===== src/logic/light_config.svh =====
`ifndef LIGHT_CONFIG_SVH
`define LIGHT_CONFIG_SVH

// width of one light pattern or one button wiring mask.
`define MAX_WIRING_WIDTH 16

// button slots held per machine; more than this on a line are dropped.
`define MAX_BUTTONS 10

// width of the running sums.
`define TOTAL_WIDTH 32

`endif


===== src/logic/light_pkg.sv =====
`include "light_config.svh"

package light_pkg;

    // byte codes the line decoder reacts to, in ASCII.
    typedef enum logic [7:0] {
        NUL_CHAR       = 8'h00,
        LF_CHAR        = 8'h0A,
        SPACE_CHAR     = 8'h20,
        HASH_CHAR      = 8'h23, // light on.
        L_PAREN_CHAR   = 8'h28,
        R_PAREN_CHAR   = 8'h29, // closes a button group.
        COMMA_CHAR     = 8'h2C,
        DOT_CHAR       = 8'h2E, // light off.
        ZERO_CHAR      = 8'h30,
        NINE_CHAR      = 8'h39,
        R_BRACKET_CHAR = 8'h5D, // closes the light group.
        L_BRACE_CHAR   = 8'h7B
    } char_t;

    typedef logic [`MAX_WIRING_WIDTH-1:0] wiring_t; // bit 0 is the first light.

    typedef logic [3:0] button_count_t; // 0 to 10 buttons.

    typedef logic [3:0] press_count_t;

    typedef logic [`TOTAL_WIDTH-1:0] total_t;

endpackage


===== src/logic/line_decoder.sv =====
`timescale 1ns/1ns
`include "light_config.svh"

module line_decoder (
    input  logic               clk,
    input  logic               arst_n,
    input  logic               inbound_valid,
    input  light_pkg::char_t   inbound_byte,
    output logic               wiring_valid,
    output logic               wiring_is_light,
    output light_pkg::wiring_t wiring_data,
    output logic               end_of_line,
    output logic               end_of_file
);
    import light_pkg::*;

    wiring_t                              light_mask;
    wiring_t                              button_mask;
    logic [$clog2(`MAX_WIRING_WIDTH)-1:0] light_index;
    logic                                 is_digit;
    logic [3:0]                           digit_index;

    assign is_digit = (inbound_byte >= ZERO_CHAR) && (inbound_byte <= NINE_CHAR);
    assign digit_index = 4'(inbound_byte - ZERO_CHAR);

    // light pattern, first light lands in bit 0.
    always_ff @(posedge clk or negedge arst_n) begin
        if (!arst_n) begin
            light_mask <= '0;
            light_index <= '0;
        end else if (inbound_valid) begin
            case (inbound_byte)
                DOT_CHAR, HASH_CHAR: begin
                    if (inbound_byte == HASH_CHAR) begin
                        light_mask[light_index] <= 1'b1;
                    end
                    light_index <= light_index + 1'b1;
                end
                LF_CHAR: begin
                    light_mask <= '0;
                    light_index <= '0;
                end
                default: begin
                end
            endcase
        end
    end

    // brace digits land here too but are never committed.
    always_ff @(posedge clk or negedge arst_n) begin
        if (!arst_n) begin
            button_mask <= '0;
        end else if (inbound_valid) begin
            if (inbound_byte == SPACE_CHAR) begin
                button_mask <= '0;
            end else if (is_digit) begin
                button_mask[digit_index] <= 1'b1;
            end
        end
    end

    always_ff @(posedge clk or negedge arst_n) begin
        if (!arst_n) begin
            wiring_valid <= 1'b0;
            end_of_line <= 1'b0;
            end_of_file <= 1'b0;
        end else begin
            wiring_valid <= 1'b0;
            end_of_line <= 1'b0;
            if (inbound_valid) begin
                case (inbound_byte)
                    R_BRACKET_CHAR, R_PAREN_CHAR: begin
                        wiring_valid <= 1'b1;
                    end
                    LF_CHAR: begin
                        end_of_line <= 1'b1;
                    end
                    NUL_CHAR: begin
                        end_of_file <= 1'b1; // held until reset.
                    end
                    default: begin
                    end
                endcase
            end
        end
    end

    always_ff @(posedge clk) begin
        if (inbound_valid && (inbound_byte == R_BRACKET_CHAR)) begin
            wiring_data <= light_mask;
            wiring_is_light <= 1'b1;
        end else if (inbound_valid && (inbound_byte == R_PAREN_CHAR)) begin
            wiring_data <= button_mask;
            wiring_is_light <= 1'b0;
        end
    end

endmodule


===== src/logic/button_collector.sv =====
`timescale 1ns/1ns
`include "light_config.svh"

module button_collector (
    input  logic                    clk,
    input  logic                    arst_n,
    input  logic                    wiring_valid,
    input  logic                    wiring_is_light,
    input  light_pkg::wiring_t      wiring_data,
    input  logic                    end_of_line,
    input  logic                    solver_busy,
    output logic                    machine_valid,
    output light_pkg::wiring_t      target,
    output light_pkg::wiring_t      button_masks [`MAX_BUTTONS],
    output light_pkg::button_count_t button_count,
    output logic                    busy
);
    import light_pkg::*;

    wiring_t       line_target;
    wiring_t       line_masks [`MAX_BUTTONS];
    button_count_t line_count;
    logic          has_light;
    logic          line_done;
    logic          line_filled;
    logic          room_left;
    logic          transfer;
    logic          line_clear;

    assign line_filled = has_light || (line_count != '0);
    assign room_left = line_count < button_count_t'(`MAX_BUTTONS);

    // a finished line goes out in the same cycle when the solver is free.
    assign transfer = !solver_busy && (line_done || (end_of_line && line_filled));
    assign line_clear = transfer || (end_of_line && !line_filled); // empty lines vanish.

    assign busy = line_done;

    always_ff @(posedge clk or negedge arst_n) begin
        if (!arst_n) begin
            line_target <= '0;
            line_count <= '0;
            has_light <= 1'b0;
            line_done <= 1'b0;
            machine_valid <= 1'b0;
        end else begin
            machine_valid <= transfer;
            if (line_clear) begin
                line_target <= '0;
                line_count <= '0;
                has_light <= 1'b0;
            end else if (wiring_valid) begin
                if (wiring_is_light) begin
                    line_target <= wiring_data;
                    has_light <= 1'b1;
                end else if (room_left) begin
                    line_count <= line_count + 1'b1;
                end
            end
            if (transfer) begin
                line_done <= 1'b0;
            end else if (end_of_line && line_filled) begin
                line_done <= 1'b1; // waits here while the solver works.
            end
        end
    end

    always_ff @(posedge clk) begin
        if (!line_clear && wiring_valid && !wiring_is_light && room_left) begin
            line_masks[line_count] <= wiring_data;
        end
    end

    // slots past button_count hold stale masks, the solver never selects them.
    always_ff @(posedge clk) begin
        if (transfer) begin
            target <= line_target;
            button_masks <= line_masks;
            button_count <= line_count;
        end
    end

endmodule


===== src/logic/press_solver.sv =====
`timescale 1ns/1ns
`include "light_config.svh"

module press_solver (
    input  logic                     clk,
    input  logic                     arst_n,
    input  logic                     machine_valid,
    input  light_pkg::wiring_t       target,
    input  light_pkg::wiring_t       button_masks [`MAX_BUTTONS],
    input  light_pkg::button_count_t button_count,
    output logic                     solver_busy,
    output logic                     result_valid,
    output light_pkg::press_count_t  min_presses,
    output logic                     unsolvable
);
    import light_pkg::*;

    wiring_t                   target_q;
    wiring_t                   masks_q [`MAX_BUTTONS];
    button_count_t             count_q;
    logic [`MAX_BUTTONS-1:0]   subset;
    logic [`MAX_BUTTONS:0]     subset_end;
    logic                      last_subset;
    wiring_t                   pattern;
    press_count_t              presses;
    logic                      hit;
    logic                      found;
    logic                      found_next;
    press_count_t              best;
    press_count_t              best_next;

    // one past the last subset, 2 to the power of the button count.
    assign subset_end = {{`MAX_BUTTONS{1'b0}}, 1'b1} << count_q;
    assign last_subset = (({1'b0, subset} + 1'b1) == subset_end);

    // lights reached by pressing each selected button once.
    always_comb begin
        pattern = '0;
        presses = '0;
        for (int i = 0; i < `MAX_BUTTONS; i++) begin
            if (subset[i]) begin
                pattern = pattern ^ masks_q[i];
                presses = presses + press_count_t'(1);
            end
        end
    end

    assign hit = (pattern == target_q);

    always_comb begin
        found_next = found || hit;
        best_next = best;
        if (hit && (!found || (presses < best))) begin
            best_next = presses;
        end
    end

    always_ff @(posedge clk or negedge arst_n) begin
        if (!arst_n) begin
            solver_busy <= 1'b0;
            result_valid <= 1'b0;
            subset <= '0;
            found <= 1'b0;
            best <= '0;
        end else begin
            result_valid <= 1'b0;
            if (machine_valid) begin
                solver_busy <= 1'b1;
                subset <= '0;
                found <= 1'b0;
                best <= '0;
            end else if (solver_busy) begin
                subset <= subset + 1'b1;
                found <= found_next;
                best <= best_next;
                if (last_subset) begin
                    solver_busy <= 1'b0;
                    result_valid <= 1'b1;
                end
            end
        end
    end

    always_ff @(posedge clk) begin
        if (machine_valid) begin
            target_q <= target;
            masks_q <= button_masks;
            count_q <= button_count;
        end
    end

    // the last subset's match is folded in through best_next.
    always_ff @(posedge clk) begin
        if (solver_busy && last_subset) begin
            min_presses <= found_next ? best_next : '0;
            unsolvable <= !found_next;
        end
    end

endmodule


===== src/logic/press_totalizer.sv =====
`timescale 1ns/1ns

module press_totalizer (
    input  logic                    clk,
    input  logic                    arst_n,
    input  logic                    result_valid,
    input  light_pkg::press_count_t min_presses,
    input  logic                    unsolvable,
    input  logic                    end_of_file,
    input  logic                    busy,
    input  logic                    solver_busy,
    output light_pkg::total_t       total_presses,
    output light_pkg::total_t       machine_count,
    output light_pkg::total_t       unsolved_count,
    output logic                    done
);
    import light_pkg::*;

    logic quiet;
    logic quiet_q;

    assign quiet = end_of_file && !busy && !solver_busy && !result_valid;

    // A machine handed over by the collector shows on solver_busy one cycle late,
    // so the stream must look quiet for two cycles in a row.
    always_ff @(posedge clk or negedge arst_n) begin
        if (!arst_n) begin
            total_presses <= '0;
            machine_count <= '0;
            unsolved_count <= '0;
            quiet_q <= 1'b0;
            done <= 1'b0;
        end else begin
            quiet_q <= quiet;
            if (quiet && quiet_q) begin
                done <= 1'b1;
            end
            if (result_valid) begin
                machine_count <= machine_count + total_t'(1);
                if (unsolvable) begin
                    unsolved_count <= unsolved_count + total_t'(1);
                end else begin
                    total_presses <= total_presses + total_t'(min_presses);
                end
            end
        end
    end

endmodule


===== src/logic/factory_top.sv =====
`timescale 1ns/1ns
`include "light_config.svh"

module factory_top (
    input  logic                    clk,
    input  logic                    arst_n,
    input  logic                    inbound_valid,
    input  light_pkg::char_t        inbound_byte,
    output logic                    busy,
    output logic                    result_valid,
    output light_pkg::press_count_t min_presses,
    output logic                    unsolvable,
    output light_pkg::total_t       total_presses,
    output light_pkg::total_t       machine_count,
    output light_pkg::total_t       unsolved_count,
    output logic                    done
);
    import light_pkg::*;

    logic          wiring_valid;
    logic          wiring_is_light;
    wiring_t       wiring_data;
    logic          end_of_line;
    logic          end_of_file;
    logic          machine_valid;
    wiring_t       target;
    wiring_t       button_masks [`MAX_BUTTONS];
    button_count_t button_count;
    logic          solver_busy;

    line_decoder u_line_decoder (
        .clk             (clk),
        .arst_n          (arst_n),
        .inbound_valid   (inbound_valid),
        .inbound_byte    (inbound_byte),
        .wiring_valid    (wiring_valid),
        .wiring_is_light (wiring_is_light),
        .wiring_data     (wiring_data),
        .end_of_line     (end_of_line),
        .end_of_file     (end_of_file)
    );

    button_collector u_button_collector (
        .clk             (clk),
        .arst_n          (arst_n),
        .wiring_valid    (wiring_valid),
        .wiring_is_light (wiring_is_light),
        .wiring_data     (wiring_data),
        .end_of_line     (end_of_line),
        .solver_busy     (solver_busy),
        .machine_valid   (machine_valid),
        .target          (target),
        .button_masks    (button_masks),
        .button_count    (button_count),
        .busy            (busy)
    );

    press_solver u_press_solver (
        .clk           (clk),
        .arst_n        (arst_n),
        .machine_valid (machine_valid),
        .target        (target),
        .button_masks  (button_masks),
        .button_count  (button_count),
        .solver_busy   (solver_busy),
        .result_valid  (result_valid),
        .min_presses   (min_presses),
        .unsolvable    (unsolvable)
    );

    press_totalizer u_press_totalizer (
        .clk            (clk),
        .arst_n         (arst_n),
        .result_valid   (result_valid),
        .min_presses    (min_presses),
        .unsolvable     (unsolvable),
        .end_of_file    (end_of_file),
        .busy           (busy),
        .solver_busy    (solver_busy),
        .total_presses  (total_presses),
        .machine_count  (machine_count),
        .unsolved_count (unsolved_count),
        .done           (done)
    );

endmodule


===== config.mk =====
export PLATFORM = sky130hd
export DESIGN_NAME = factory_top
export DESIGN_NICKNAME = d
export VERILOG_FILES = /design/src/logic/light_pkg.sv /design/src/logic/line_decoder.sv /design/src/logic/button_collector.sv /design/src/logic/press_solver.sv /design/src/logic/press_totalizer.sv /design/src/logic/factory_top.sv
export VERILOG_INCLUDE_DIRS = /design/src /design/src/logic
export SDC_FILE = /design/constraint.sdc
export NUM_CORES = 1
export LEC_CHECK = 0
export BUFFER_PORTS_ARGS = -buffer_cell sky130_fd_sc_hd__buf_4
export CAP_MARGIN = 20
export CORE_ASPECT_RATIO = 1.25
export CORE_MARGIN = 5
export CORE_UTILIZATION = 45
export CTS_CLUSTER_DIAMETER = 200
export DETAILED_ROUTE_END_ITERATION = 6
export HOLD_SLACK_MARGIN = 0.05
export SLEW_MARGIN = 30
export SYNTH_ARGS = -nofsm -noshare
export SYNTH_HDL_FRONTEND = slang
export SYNTH_SLANG_ARGS = --single-unit

===== constraint.sdc =====
create_clock -name clk -period 13.5 [get_ports clk]
set_input_delay 0.675 -clock clk [delete_from_list [all_inputs] [get_ports clk]]
set_output_delay 0.675 -clock clk [all_outputs]
set_load 0.02 [all_outputs]

==> impl_metrics.py, run 1 <==
metrics = {
    "run_status": {
        "status": "finished clean",
    },
    "power": {
        "internal_power_mw": 3.486,
        "peakVddDrop_mv": 0.09436,
        "p_sw_frac": 0.1997,
        "power_leakage_nw": 11.65,
        "power.share.combinational": 0.017,
        "net-switching-power_mw": 0.8699,
        "p_seq_frac": 0.544,
        "p_clk_frac": 0.439,
        "p_per_area_nw_per_um2": 136.7,
        "power_mw": 4.356,
    },
    "yosys": {
        "ys_types": 69,
        "synthFlopType": "edfxtp_1",
        "syn_nets": 1825,
        "yosysTopAreaCell": "edfxtp_1",
        "synth-edff-count": 541,
        "synthCells": 1787,
        "synthTopCellsByArea": "edfxtp_1 59%, dfrtp_1 16%, xnor2_1 5.1%, nand2_1 3.6%, xor2_1 2.9%",
        "netlist_top_cells_count": "541 x edfxtp_1, 267 x nand2_1, 177 x dfrtp_1",
        "synth.avg_cell_area_sq_um": 15.47,
        "ys_seq_area_frac": 0.7486,
        "synth_most_common_cell": "edfxtp_1",
        "ys_ff_latch": 719,
        "yosys_warnings": 0,
        "async_flop_share": 0.2462,
        "yosysTopAreaCellShare": 0.5876,
        "syn_area_sq_um": 27650,
    },
    "timing": {
        "period_share": 0.5141,
        "hold_violations": 0,
        "min_period_ns": 6.940,
        "slew_violations": 0,
        "max_slew_margin": 0.3694,
        "fmax_ghz": 0.1441,
        "tightest_slew_ns": 0.9459,
        "setup_viol": 0,
        "setup_tns_ns": 0,
        "skew_ns": 0.02603,
        "rsz0062_at_grt": "false",
    },
    "routing": {
        "wire_per_inst_um": 19.63,
        "routed_wl_mm": 55.70,
        "detail-route-antenna-nets": 0,
        "drt_iter0_markers": 969,
        "num_vias": 14230,
        "first_pass_iters": 5,
        "drcViolationCount": 0,
        "vias_per_cell": 5.013,
    },
    "clocking": {
        "post_cts_buffers": 0,
        "cts_tree": "done",
        "clock_sinks": 719,
        "numCtsBuffers": 71,
        "hold_buffers": 0,
        "clkTransAtPathRegs_ns": 0.07,
        "cts-root-buf": "clkbuf_16",
        "cts_buffer_depth": 3,
        "cts-resized-gates": 0,
        "cts.htree.levels": 3,
        "insertion_delay_ns": 0.60,
    },
    "cells_and_area": {
        "final_cells": 2838,
        "multi_input_area_sq_um": 6644,
        "fillers": 4930,
        "antenna_cells": 0,
        "drive_above_1_share": 0.1490,
        "fin_nets": 1994,
        "ff_latch_area_sq_um": 20700,
        "syn_to_final_growth_pct": 15.29,
    },
    "grt": {
        "antenna_found_initial": 0,
        "grt_pass1_wl_mm": 86.76,
        "grt_pass1_vias": 14720,
        "track_usage": 0.1694,
        "grt_overflow": 0,
        "grt_max_degree": 71,
    },
    "floorplanning": {
        "row_count": 101,
        "dieArea_sq_um": 66520,
        "start_util": 0.4548,
        "ioPinCount": 115,
        "die_h_um": 287.1,
        "coreArea_sq_um": 60780,
        "die_w_um": 231.7,
    },
    "critical_path": {
        "slowest_stage": "dfrtp_1",
        "cp_max_fo": 20,
        "crit_top_cell": "ha_1",
        "reg2reg_from": "u_press_solver.subset[2]$_DFFE_PN0P_",
        "timing.rr.end": "u_press_solver.min_presses[2]$_SDFFCE_PP0P_",
        "reg2reg_depth": 30,
        "r2r_slack_ns": 6.56,
        "cpPeakStageDelay_ns": 0.58,
        "crit_required_ns": 13.83,
        "start_kind": "flip-flop",
        "cp.arrival_ns": 7.27,
        "crit_path_end_kind": "flip-flop",
        "path_class": "reg2reg",
    },
    "flow_run": {
        "maxCapViolations": 0,
    },
    "place": {
        "place_inst": 2706,
        "dp_hpwl_mm": 34.21,
        "port_buffers": 114,
        "gp_congestion": 0.8427,
    },
    "hold_path": {
        "min_path_type": "in2async",
    },
}
kinds of logic (layout without fill, tap and decap cells):
logic type                 Yosys count  after routing  share of synthesized area
adders and majority gates           27             27                    0.01249
and+or+nand+nor                    544            544                    0.08984
DFF                                719            719                     0.7486
muxes                               30             30                    0.01195
xor gates and xnor gates           275            275                    0.09857
buffers and inverters               77            304                    0.01294
AOI/OAI and AO/OA                  115            115                    0.02562
power groups by stage:
stage,sequential [mW],combinational (mW),clock (mW)
after global placement,2.42,0.0727,0
after CTS,2.37,0.0751,1.96
final,2.37,0.0731,1.91
after detailed placement,2.42,0.0745,0
after global routing,2.37,0.0823,2.06
after floorplan,2.41,0.0411,0
cells in the final DEF (no fill, tap or decap), types with 5 or more instances in the layout:
master       n
xnor3_1     18
edfxtp_1   541
or3_1        5
ha_1        26
buf_4      141
mux2i_1      6
nor3_1      24
clkbuf_8    12
clkinv_2     9
clkbuf_1    21
xor2_1      92
inv_1       30
a31oi_1     19
clkbuf_16   72
dfrtp_1    176
nand2_1    266
nand4_1     27
mux2_2      24
xnor2_1    160
a21o_1       8
nand2b_1    10
a21oi_1     44
nor2b_1     14
nor4_1       7
o21ai_0     15
and3_1      17
nor3b_1      6
nor2_1      86
nand3_1     47
sequential cells by signal, summed over array words and instances (netlist names), 32 cells and up, named ones only:
register and cells:
u_press_solver.masks_q 160, u_button_collector.button_masks 160, u_press_totalizer.machine_count 32, u_button_collector.line_masks 160, u_press_totalizer.unsolved_count 32, u_press_totalizer.total_presses 32
stage by stage:
stage / util / worst slack [ns] / instance area [sq um] / hold slack (ns)
after floorplan: - / 3.811 / 27650 / 0.3794
after global placement: 0.4862 / 6.990 / 29550 / 0.4004
after detailed placement: 0.4863 / 6.701 / 29560 / 0.4045
after CTS: 0.5240 / 6.660 / 31850 / 0.1022
after global routing: 0.5243 / 6.215 / 31870 / 0.1414
final: 0.5243 / 6.560 / 31870 / 0.09883
worst max path at each step:
stage	startpoint	end	slack (ns)	depth (start not counted)
2_1_floorplan	u_button_collector.line_count[0]$_DFFE_PN0P_	u_button_collector.line_masks[0]$_DFFE_PP_	3.81	8
3_3_place_gp	u_press_solver.subset[1]$_DFFE_PN0P_	u_press_solver.min_presses[2]$_SDFFCE_PP0P_	6.99	30
3_5_place_dp	u_press_solver.subset[1]$_DFFE_PN0P_	u_press_solver.min_presses[2]$_SDFFCE_PP0P_	6.70	30
4_1_cts	u_press_solver.subset[1]$_DFFE_PN0P_	u_press_solver.min_presses[2]$_SDFFCE_PP0P_	6.66	30
5_1_grt	u_press_solver.subset[1]$_DFFE_PN0P_	u_press_solver.min_presses[2]$_SDFFCE_PP0P_	6.22	30
6_report	u_press_solver.subset[2]$_DFFE_PN0P_	u_press_solver.min_presses[2]$_SDFFCE_PP0P_	6.56	30
per-layer routing:
| layer | track usage | vias to the layer above | share of wire |
|---|---|---|---|
| met5 | 0 | - | 0 |
| met4 | 0.05452 | 0 | 0.023 |
| met3 | 0.02273 | 65 | 0.042 |
| met2 | 0.2891 | 295 | 0.52 |
| met1 | 0.2271 | 7150 | 0.42 |
| li1 | - | 6716 | - |
cell type report:
cell class              instances  area share
well taps                     824     0.03235
clock inverters                27    0.008205
multi-input cells             991      0.2085
flip-flops and latches        719      0.6494
inverters                      30    0.003533
clock buffers                 104     0.06375
repair buffers                143     0.03427
worst max-delay path, delay by kind of cell (launching register included):
kind	cells	cell delay, ns
fa+ha+maj	6	1.61
compound gates	8	1.59
simple gates	10	1.36
xor+xnor	3	0.93
flops	1	0.58
buf+inv	3	0.58
No activity file was read; power rests on OpenSTA's default activity.
==> inputs of run 2 (changes only) <==
Clock period 13.5 ns to 5.7 ns, I/O delays scaled along.
==> run 2 against run 1 <==
Against the previous run:
- worst hold slack got worse by 0.0050 ns
- sequential power increased by 140%
- global-route usage about the same
- critical path depth grew 1
- clock skew is 0.0013 ns lower
- first-iteration DRC count grew 0.10%
- clock power grew 140%
- combinational power rose to 2.6 times the previous value
- core utilization up 1.1 points
- register-to-register slack worse by 6.6 ns
- design area grew 2.2%
==> impl_metrics.py, run 2 (synthesized netlist as in run 1, its figures left out) <==
metrics = {
    "run_status": {
        "status": "finished clean",
    },
    "clocking": {
        "cts_tree": "done",
        "cts-root-buf": "clkbuf_16",
        "numCtsBuffers": 71,
        "clkTransAtPathRegs_ns": 0.07,
        "cts_buffer_depth": 3,
        "clock_sinks": 719,
        "cts.htree.levels": 3,
        "insertion_delay_ns": 0.60,
    },
    "critical_path": {
        "path_class": "reg2reg",
        "crit_required_ns": 6.04,
        "start_kind": "flip-flop",
        "crit_top_cell": "ha_4",
        "cp_max_fo": 5,
        "crit_path_end_kind": "flip-flop",
        "slowest_stage": "dfrtp_1",
        "cp.arrival_ns": 6.04,
        "cpPeakStageDelay_ns": 0.42,
    },
    "cells_and_area": {
        "final_cell_mix": "541 x edfxtp_1, 261 x nand2_1, 177 x buf_4",
        "fin_nets": 2042,
        "syn_to_final_growth_pct": 17.78,
        "largestRegisters": "u_button_collector.button_masks: 160 flops, u_button_collector.line_masks: 160 flops, u_press_solver.masks_q: 160 flops",
        "antenna_cells": 0,
        "design_area_sq_um": 32560,
        "fillers": 4915,
        "drive_above_1_share": 0.1774,
        "final_common_cell": "edfxtp_1",
    },
    "floorplanning": {
        "ioPinCount": 115,
        "coreArea_sq_um": 60780,
        "start_util": 0.4548,
        "die_w_um": 231.7,
        "dieArea_sq_um": 66520,
        "row_count": 101,
        "die_h_um": 287.1,
    },
    "power": {
        "power_leakage_nw": 11.94,
        "p_per_area_nw_per_um2": 317.5,
        "peakVddDrop_mv": 0.2337,
    },
    "timing": {
        "hold_violations": 0,
        "skew_ns": 0.02469,
        "min_period_ns": 5.700,
        "fmax_ghz": 0.1754,
        "max_slew_margin": 0.3263,
        "setup_viol": 0,
        "setup_tns_ns": 0,
        "tightest_slew_ns": 1.010,
        "rsz0062_at_grt": "true",
        "slew_violations": 0,
        "period_share": 1.000,
    },
    "grt": {
        "grt_max_degree": 182,
        "grt_overflow": 0,
        "grt_pass1_wl_mm": 87.28,
        "antenna_found_initial": 0,
        "track_usage": 0.1692,
        "grt_pass1_vias": 15050,
    },
    "place": {
        "placed_cell_area_sq_um": 29820,
        "port_buffers": 114,
        "dp_hpwl_mm": 34.59,
        "gp_congestion": 0.7847,
    },
    "routing": {
        "wire_per_inst_um": 19.45,
        "vias_per_cell": 5.012,
        "num_vias": 14450,
        "routed_wl_mm": 56.06,
        "detail-route-antenna-nets": 0,
        "drcViolationCount": 0,
        "drt_iter0_markers": 970,
        "first_pass_iters": 5,
    },
    "hold_path": {
        "min_path_type": "in2reg",
    },
    "flow_run": {
        "maxCapViolations": 0,
    },
}
run 2: changes by cell type in the layout (fill, tap and decap cells not counted), sizes merged:
cell,change
clkinvlp,-3
clkinv,-2
bufinv,+2
dlygate4sd3,+6
buf,+42
clkbuf,-1
run 2: routing by layer:
metal / GRT usage / share of wire
met1: 0.2259 / 0.43
met2: 0.2898 / 0.52
met3: 0.02263 / 0.033
met4: 0.05467 / 0.024
met5: 0 / 0
run 2: final cells by class:
class                      count  area, sq um  share of cell area
tap                          824         1031             0.03166
clock inverter                24        242.7            0.007455
clock buffer                 103         2031             0.06237
timing repair buffer         191         1531             0.04703
sequential                   719        20700              0.6357
inverter                      30        115.1            0.003535
multi-input combinational    991         6912              0.2123
run 2: through the flow:
| stage | setup slack (ns) | util | cells | power [mW] | hold WS (ns) |
|---|---|---|---|---|---|
| after floorplan | -0.1207 | - | 1787 | 5.820 | -0.01059 |
| after CTS | 0.001085 | 0.5322 | 2876 | 10.45 | 0.05020 |
| after global placement | -0.1113 | 0.4902 | 2725 | 5.901 | 0.3708 |
| final | 0.00004485 | 0.5357 | 2882 | 10.34 | 0.09380 |
| after global routing | -0.2588 | 0.5357 | 2882 | 10.70 | 0.1050 |
| after detailed placement | -0.2183 | 0.4906 | 2726 | 5.907 | 0.3778 |
run 2: what timing repair did:
item / CTS / global route
endpoints found under the hold margin: 78 / 0
setup buffers: 17 / 5
pin swaps: 11 / 10
hold buffers: 6 / 0
endpoints found under the setup margin: 8 / 8
gates resized for setup: 10 / 23
run 2: path summary, 6_finish.rpt:
path	startpoint	to	slack (ns)	depth (start not counted)
max	u_press_solver.subset[1]$_DFFE_PN0P_	u_press_solver.min_presses[3]$_SDFFCE_PP0P_	0.00004	31
min	inbound_byte[4]	u_line_decoder.wiring_is_light$_SDFFE_PP1P_	0.09	3
max reg2reg	u_press_solver.subset[1]$_DFFE_PN0P_	u_press_solver.min_presses[3]$_SDFFCE_PP0P_	0.00004	31
min reg2reg	u_button_collector.button_masks[30]$_DFFE_PP_	u_press_solver.masks_q[30]$_DFFE_PP_	0.40	0
max in group asynchronous	arst_n	u_press_totalizer.machine_count[0]$_DFFE_PN0P_	4.25	3
min in group asynchronous	arst_n	u_press_totalizer.total_presses[21]$_DFFE_PN0P_	0.28	2
run 2: critical path, delay by kind of cell (launching register included):
family	cells	cell delay, ns
adder cells (fa/ha/maj)	7	1.53
AO/OA/AOI/OAI	8	1.15
AND/OR/NAND/NOR	9	1.09
XOR/XNOR	3	0.76
flip-flops	1	0.42
buffers and inverters	3	0.30
multiplexers	1	0.19
run 2: power by group:
part | internal (mW) | switching (mW)
registers | 5.60 | 0.0189
clock network | 2.66 | 1.87
logic | 0.0751 | 0.115
==> inputs of run 3 (changes only) <==
Settings changed: ABC_AREA from default to 1.
==> run 3 against run 2 <==
Against the previous run:
- the run now ends with setup timing left
- largest cell class unchanged
- cell count grew 9.6%
- critical path type unchanged
- die area is 1.0% higher
- first-iteration DRC count fell by 27%
- combinational power is 4% higher
- global-route usage fell by 0.51 points
- largest power group unchanged
- total power is 0.59% lower
- flip-flop and latch count unchanged
==> impl_metrics.py, run 3 <==
metrics = {
    "floorplanning": {
        "dieArea_sq_um": 67190,
        "die_w_um": 232.8,
        "start_util": 0.4522,
        "ioPinCount": 115,
        "row_count": 102,
        "coreArea_sq_um": 61770,
        "die_h_um": 288.6,
    },
    "cells_and_area": {
        "fin_util": 0.5335,
        "antenna_cells": 0,
        "final_cells": 3160,
        "design_area_sq_um": 32950,
        "fillers": 5148,
        "final_common_cell": "edfxtp_1",
        "syn_to_final_growth_pct": 17.97,
        "drive_above_1_share": 0.1731,
        "fin_nets": 2312,
        "final_cell_mix": "541 x edfxtp_1, 399 x nand2_1, 186 x buf_4",
        "largestRegisters": "u_button_collector.button_masks: 160 flops, u_button_collector.line_masks: 160 flops, u_press_solver.masks_q: 160 flops",
    },
    "clocking": {
        "clock_sinks": 719,
        "cts-root-buf": "clkbuf_16",
        "insertion_delay_ns": 0.60,
        "numCtsBuffers": 69,
        "cts_tree": "done",
        "cts.htree.levels": 3,
        "clkTransAtPathRegs_ns": 0.06,
        "cts_buffer_depth": 3,
    },
    "critical_path": {
        "path_class": "reg2reg",
        "slowest_stage": "dfrtp_1",
        "cpPeakStageDelay_ns": 0.41,
        "cp_max_fo": 5,
        "start_kind": "flip-flop",
        "crit_path_end_kind": "flip-flop",
        "crit_required_ns": 6.03,
        "cp.arrival_ns": 6.33,
    },
    "power": {
        "power_leakage_nw": 12.65,
        "power_mw": 10.28,
        "peakVddDrop_mv": 0.2390,
        "p_per_area_nw_per_um2": 311.9,
    },
    "place": {
        "port_buffers": 114,
        "place_inst": 2998,
        "place_ws_ns": -0.3043,
        "dp_hpwl_mm": 35.23,
        "placed_cell_area_sq_um": 30240,
        "gp_congestion": 0.8251,
    },
    "timing": {
        "min_period_ns": 6.000,
        "setup_viol": 8,
        "rsz0062_at_grt": "true",
        "fin_hold_ws_ns": 0.09646,
        "period_share": 1.053,
        "skew_ns": 0.01902,
        "setup_tns_ns": -1.979,
        "max_slew_margin": 0.3551,
        "tightest_slew_ns": 0.9674,
        "fmax_ghz": 0.1667,
        "hold_violations": 0,
        "setup_slack_ns": -0.2999,
        "slew_violations": 0,
    },
    "hold_path": {
        "min_path_type": "in2reg",
    },
    "yosys": {
        "synthCells": 2032,
        "syn_area_sq_um": 27930,
        "synth-edff-count": 541,
        "ys_seq_area_frac": 0.7408,
        "ys_types": 52,
        "netlist_top_cells_count": "541 x edfxtp_1, 416 x nand2_1, 177 x dfrtp_1",
        "yosysTopAreaCellShare": 0.5816,
        "ys_ff_latch": 719,
        "synth.avg_cell_area_sq_um": 13.75,
        "async_flop_share": 0.2462,
        "syn_nets": 2070,
        "synthFlopType": "edfxtp_1",
        "yosys_warnings": 0,
        "synthTopCellsByArea": "edfxtp_1 58%, dfrtp_1 16%, nand2_1 5.6%, xor2_1 4.0%, xnor2_1 3.9%",
        "synth_most_common_cell": "edfxtp_1",
        "yosysTopAreaCell": "edfxtp_1",
    },
    "routing": {
        "detail-route-antenna-nets": 0,
        "vias_per_cell": 4.827,
        "first_pass_iters": 5,
        "drt_iter0_markers": 710,
        "wire_per_inst_um": 17.28,
        "routed_wl_mm": 54.61,
        "num_vias": 15250,
        "drcViolationCount": 0,
    },
    "grt": {
        "grt_overflow": 0,
        "grt_pass1_vias": 15730,
        "grt_pass1_wl_mm": 86.37,
        "busiest_layer": "met2",
        "met3_usage": 0.02753,
        "globalRouteMet1Util": 0.2141,
        "grt_max_degree": 156,
        "met2_usage": 0.2811,
        "antenna_found_initial": 0,
        "track_usage": 0.1641,
    },
    "run_status": {
        "violations": "setup timing",
        "status": "complete, but fails checks",
    },
    "flow_run": {
        "maxCapViolations": 0,
    },
}
[run 3: cell count changes after synthesis, moves of 9 or more]
cell and change:
and3_1 -17, nand2_1 +149, xnor2_1 -37, o21ai_0 +22
nand3_1 +57, inv_1 +146, nand2b_1 -10, a31oi_1 -17
mux2_2 -24, buf_4 -9, clkbuf_1 -10, nor2b_1 -14
xor2_1 +36, xnor3_1 -18
[run 3: worst paths after layout]
path	from	endpoint	slack, ns	depth (start not counted)
max	u_press_solver.subset[0]$_DFFE_PN0P_	u_press_solver.min_presses[2]$_SDFFCE_PP0P_	-0.30	41
min	inbound_byte[6]	u_line_decoder.end_of_file$_DFFE_PN0P_	0.1	4
max reg2reg	u_press_solver.subset[0]$_DFFE_PN0P_	u_press_solver.min_presses[2]$_SDFFCE_PP0P_	-0.30	41
min reg2reg	u_button_collector.button_masks[145]$_DFFE_PP_	u_press_solver.masks_q[145]$_DFFE_PP_	0.41	0
max in group asynchronous	arst_n	u_press_totalizer.unsolved_count[5]$_DFFE_PN0P_	4.16	4
min in group asynchronous	arst_n	u_press_solver.best[3]$_DFFE_PN0P_	0.16	2
[run 3: cells by family after synthesis]
kind of cell / synth area share
and+or+nand+nor: 0.1168
xor gates and xnor gates: 0.07928
AOI/OAI and AO/OA: 0.01998
adders and majority gates: 0.01236
buffers and inverters: 0.03073
DFF: 0.7408
[run 3: area by class of cell]
class	instances	area, sq um	share of cell area
clock inverter	38	351.6	0.01067
multi-input combinational	1100	6691	0.2031
inverter	183	696.9	0.02115
sequential	719	20700	0.6282
timing repair buffer	201	1615	0.04902
clock buffer	87	1857	0.05635
tap	832	1041	0.03159
[run 3: routing by layer]
| metal | wire [um] | vias up |
|---|---|---|
| met4 | 1391 | 0 |
| met1 | 23320 | 7534 |
| li1 | - | 7399 |
| met5 | 0 | - |
| met2 | 27920 | 242 |
| met3 | 1976 | 78 |
[run 3: where the power goes]
group          internal, mW  switching (mW)  leakage, nW
clock                  2.56            1.90         1.09
sequential             5.61          0.0177         7.24
combinational        0.0743           0.124         4.32
total                  8.24            2.04         12.6
[run 3: timing repair]
| action | in CTS | in global routing |
|---|---|---|
| hold endpoints to repair | 110 | 0 |
| pin swaps | 9 | 20 |
| endpoints found under the setup margin | 8 | 8 |
| gates resized for setup | 14 | 23 |
| setup buffers | 22 | 3 |
| hold buffers | 9 | 0 |
[run 3: worst max-delay path: cells and delay by family (launching register included)]
| kind | cells | cell delay (ns) |
|---|---|---|
| AO/OA/AOI/OAI | 3 | 0.26 |
| adder cells (fa/ha/maj) | 9 | 2.18 |
| buffers and inverters | 9 | 0.43 |
| flip-flops | 1 | 0.41 |
| AND/OR/NAND/NOR | 20 | 2.42 |
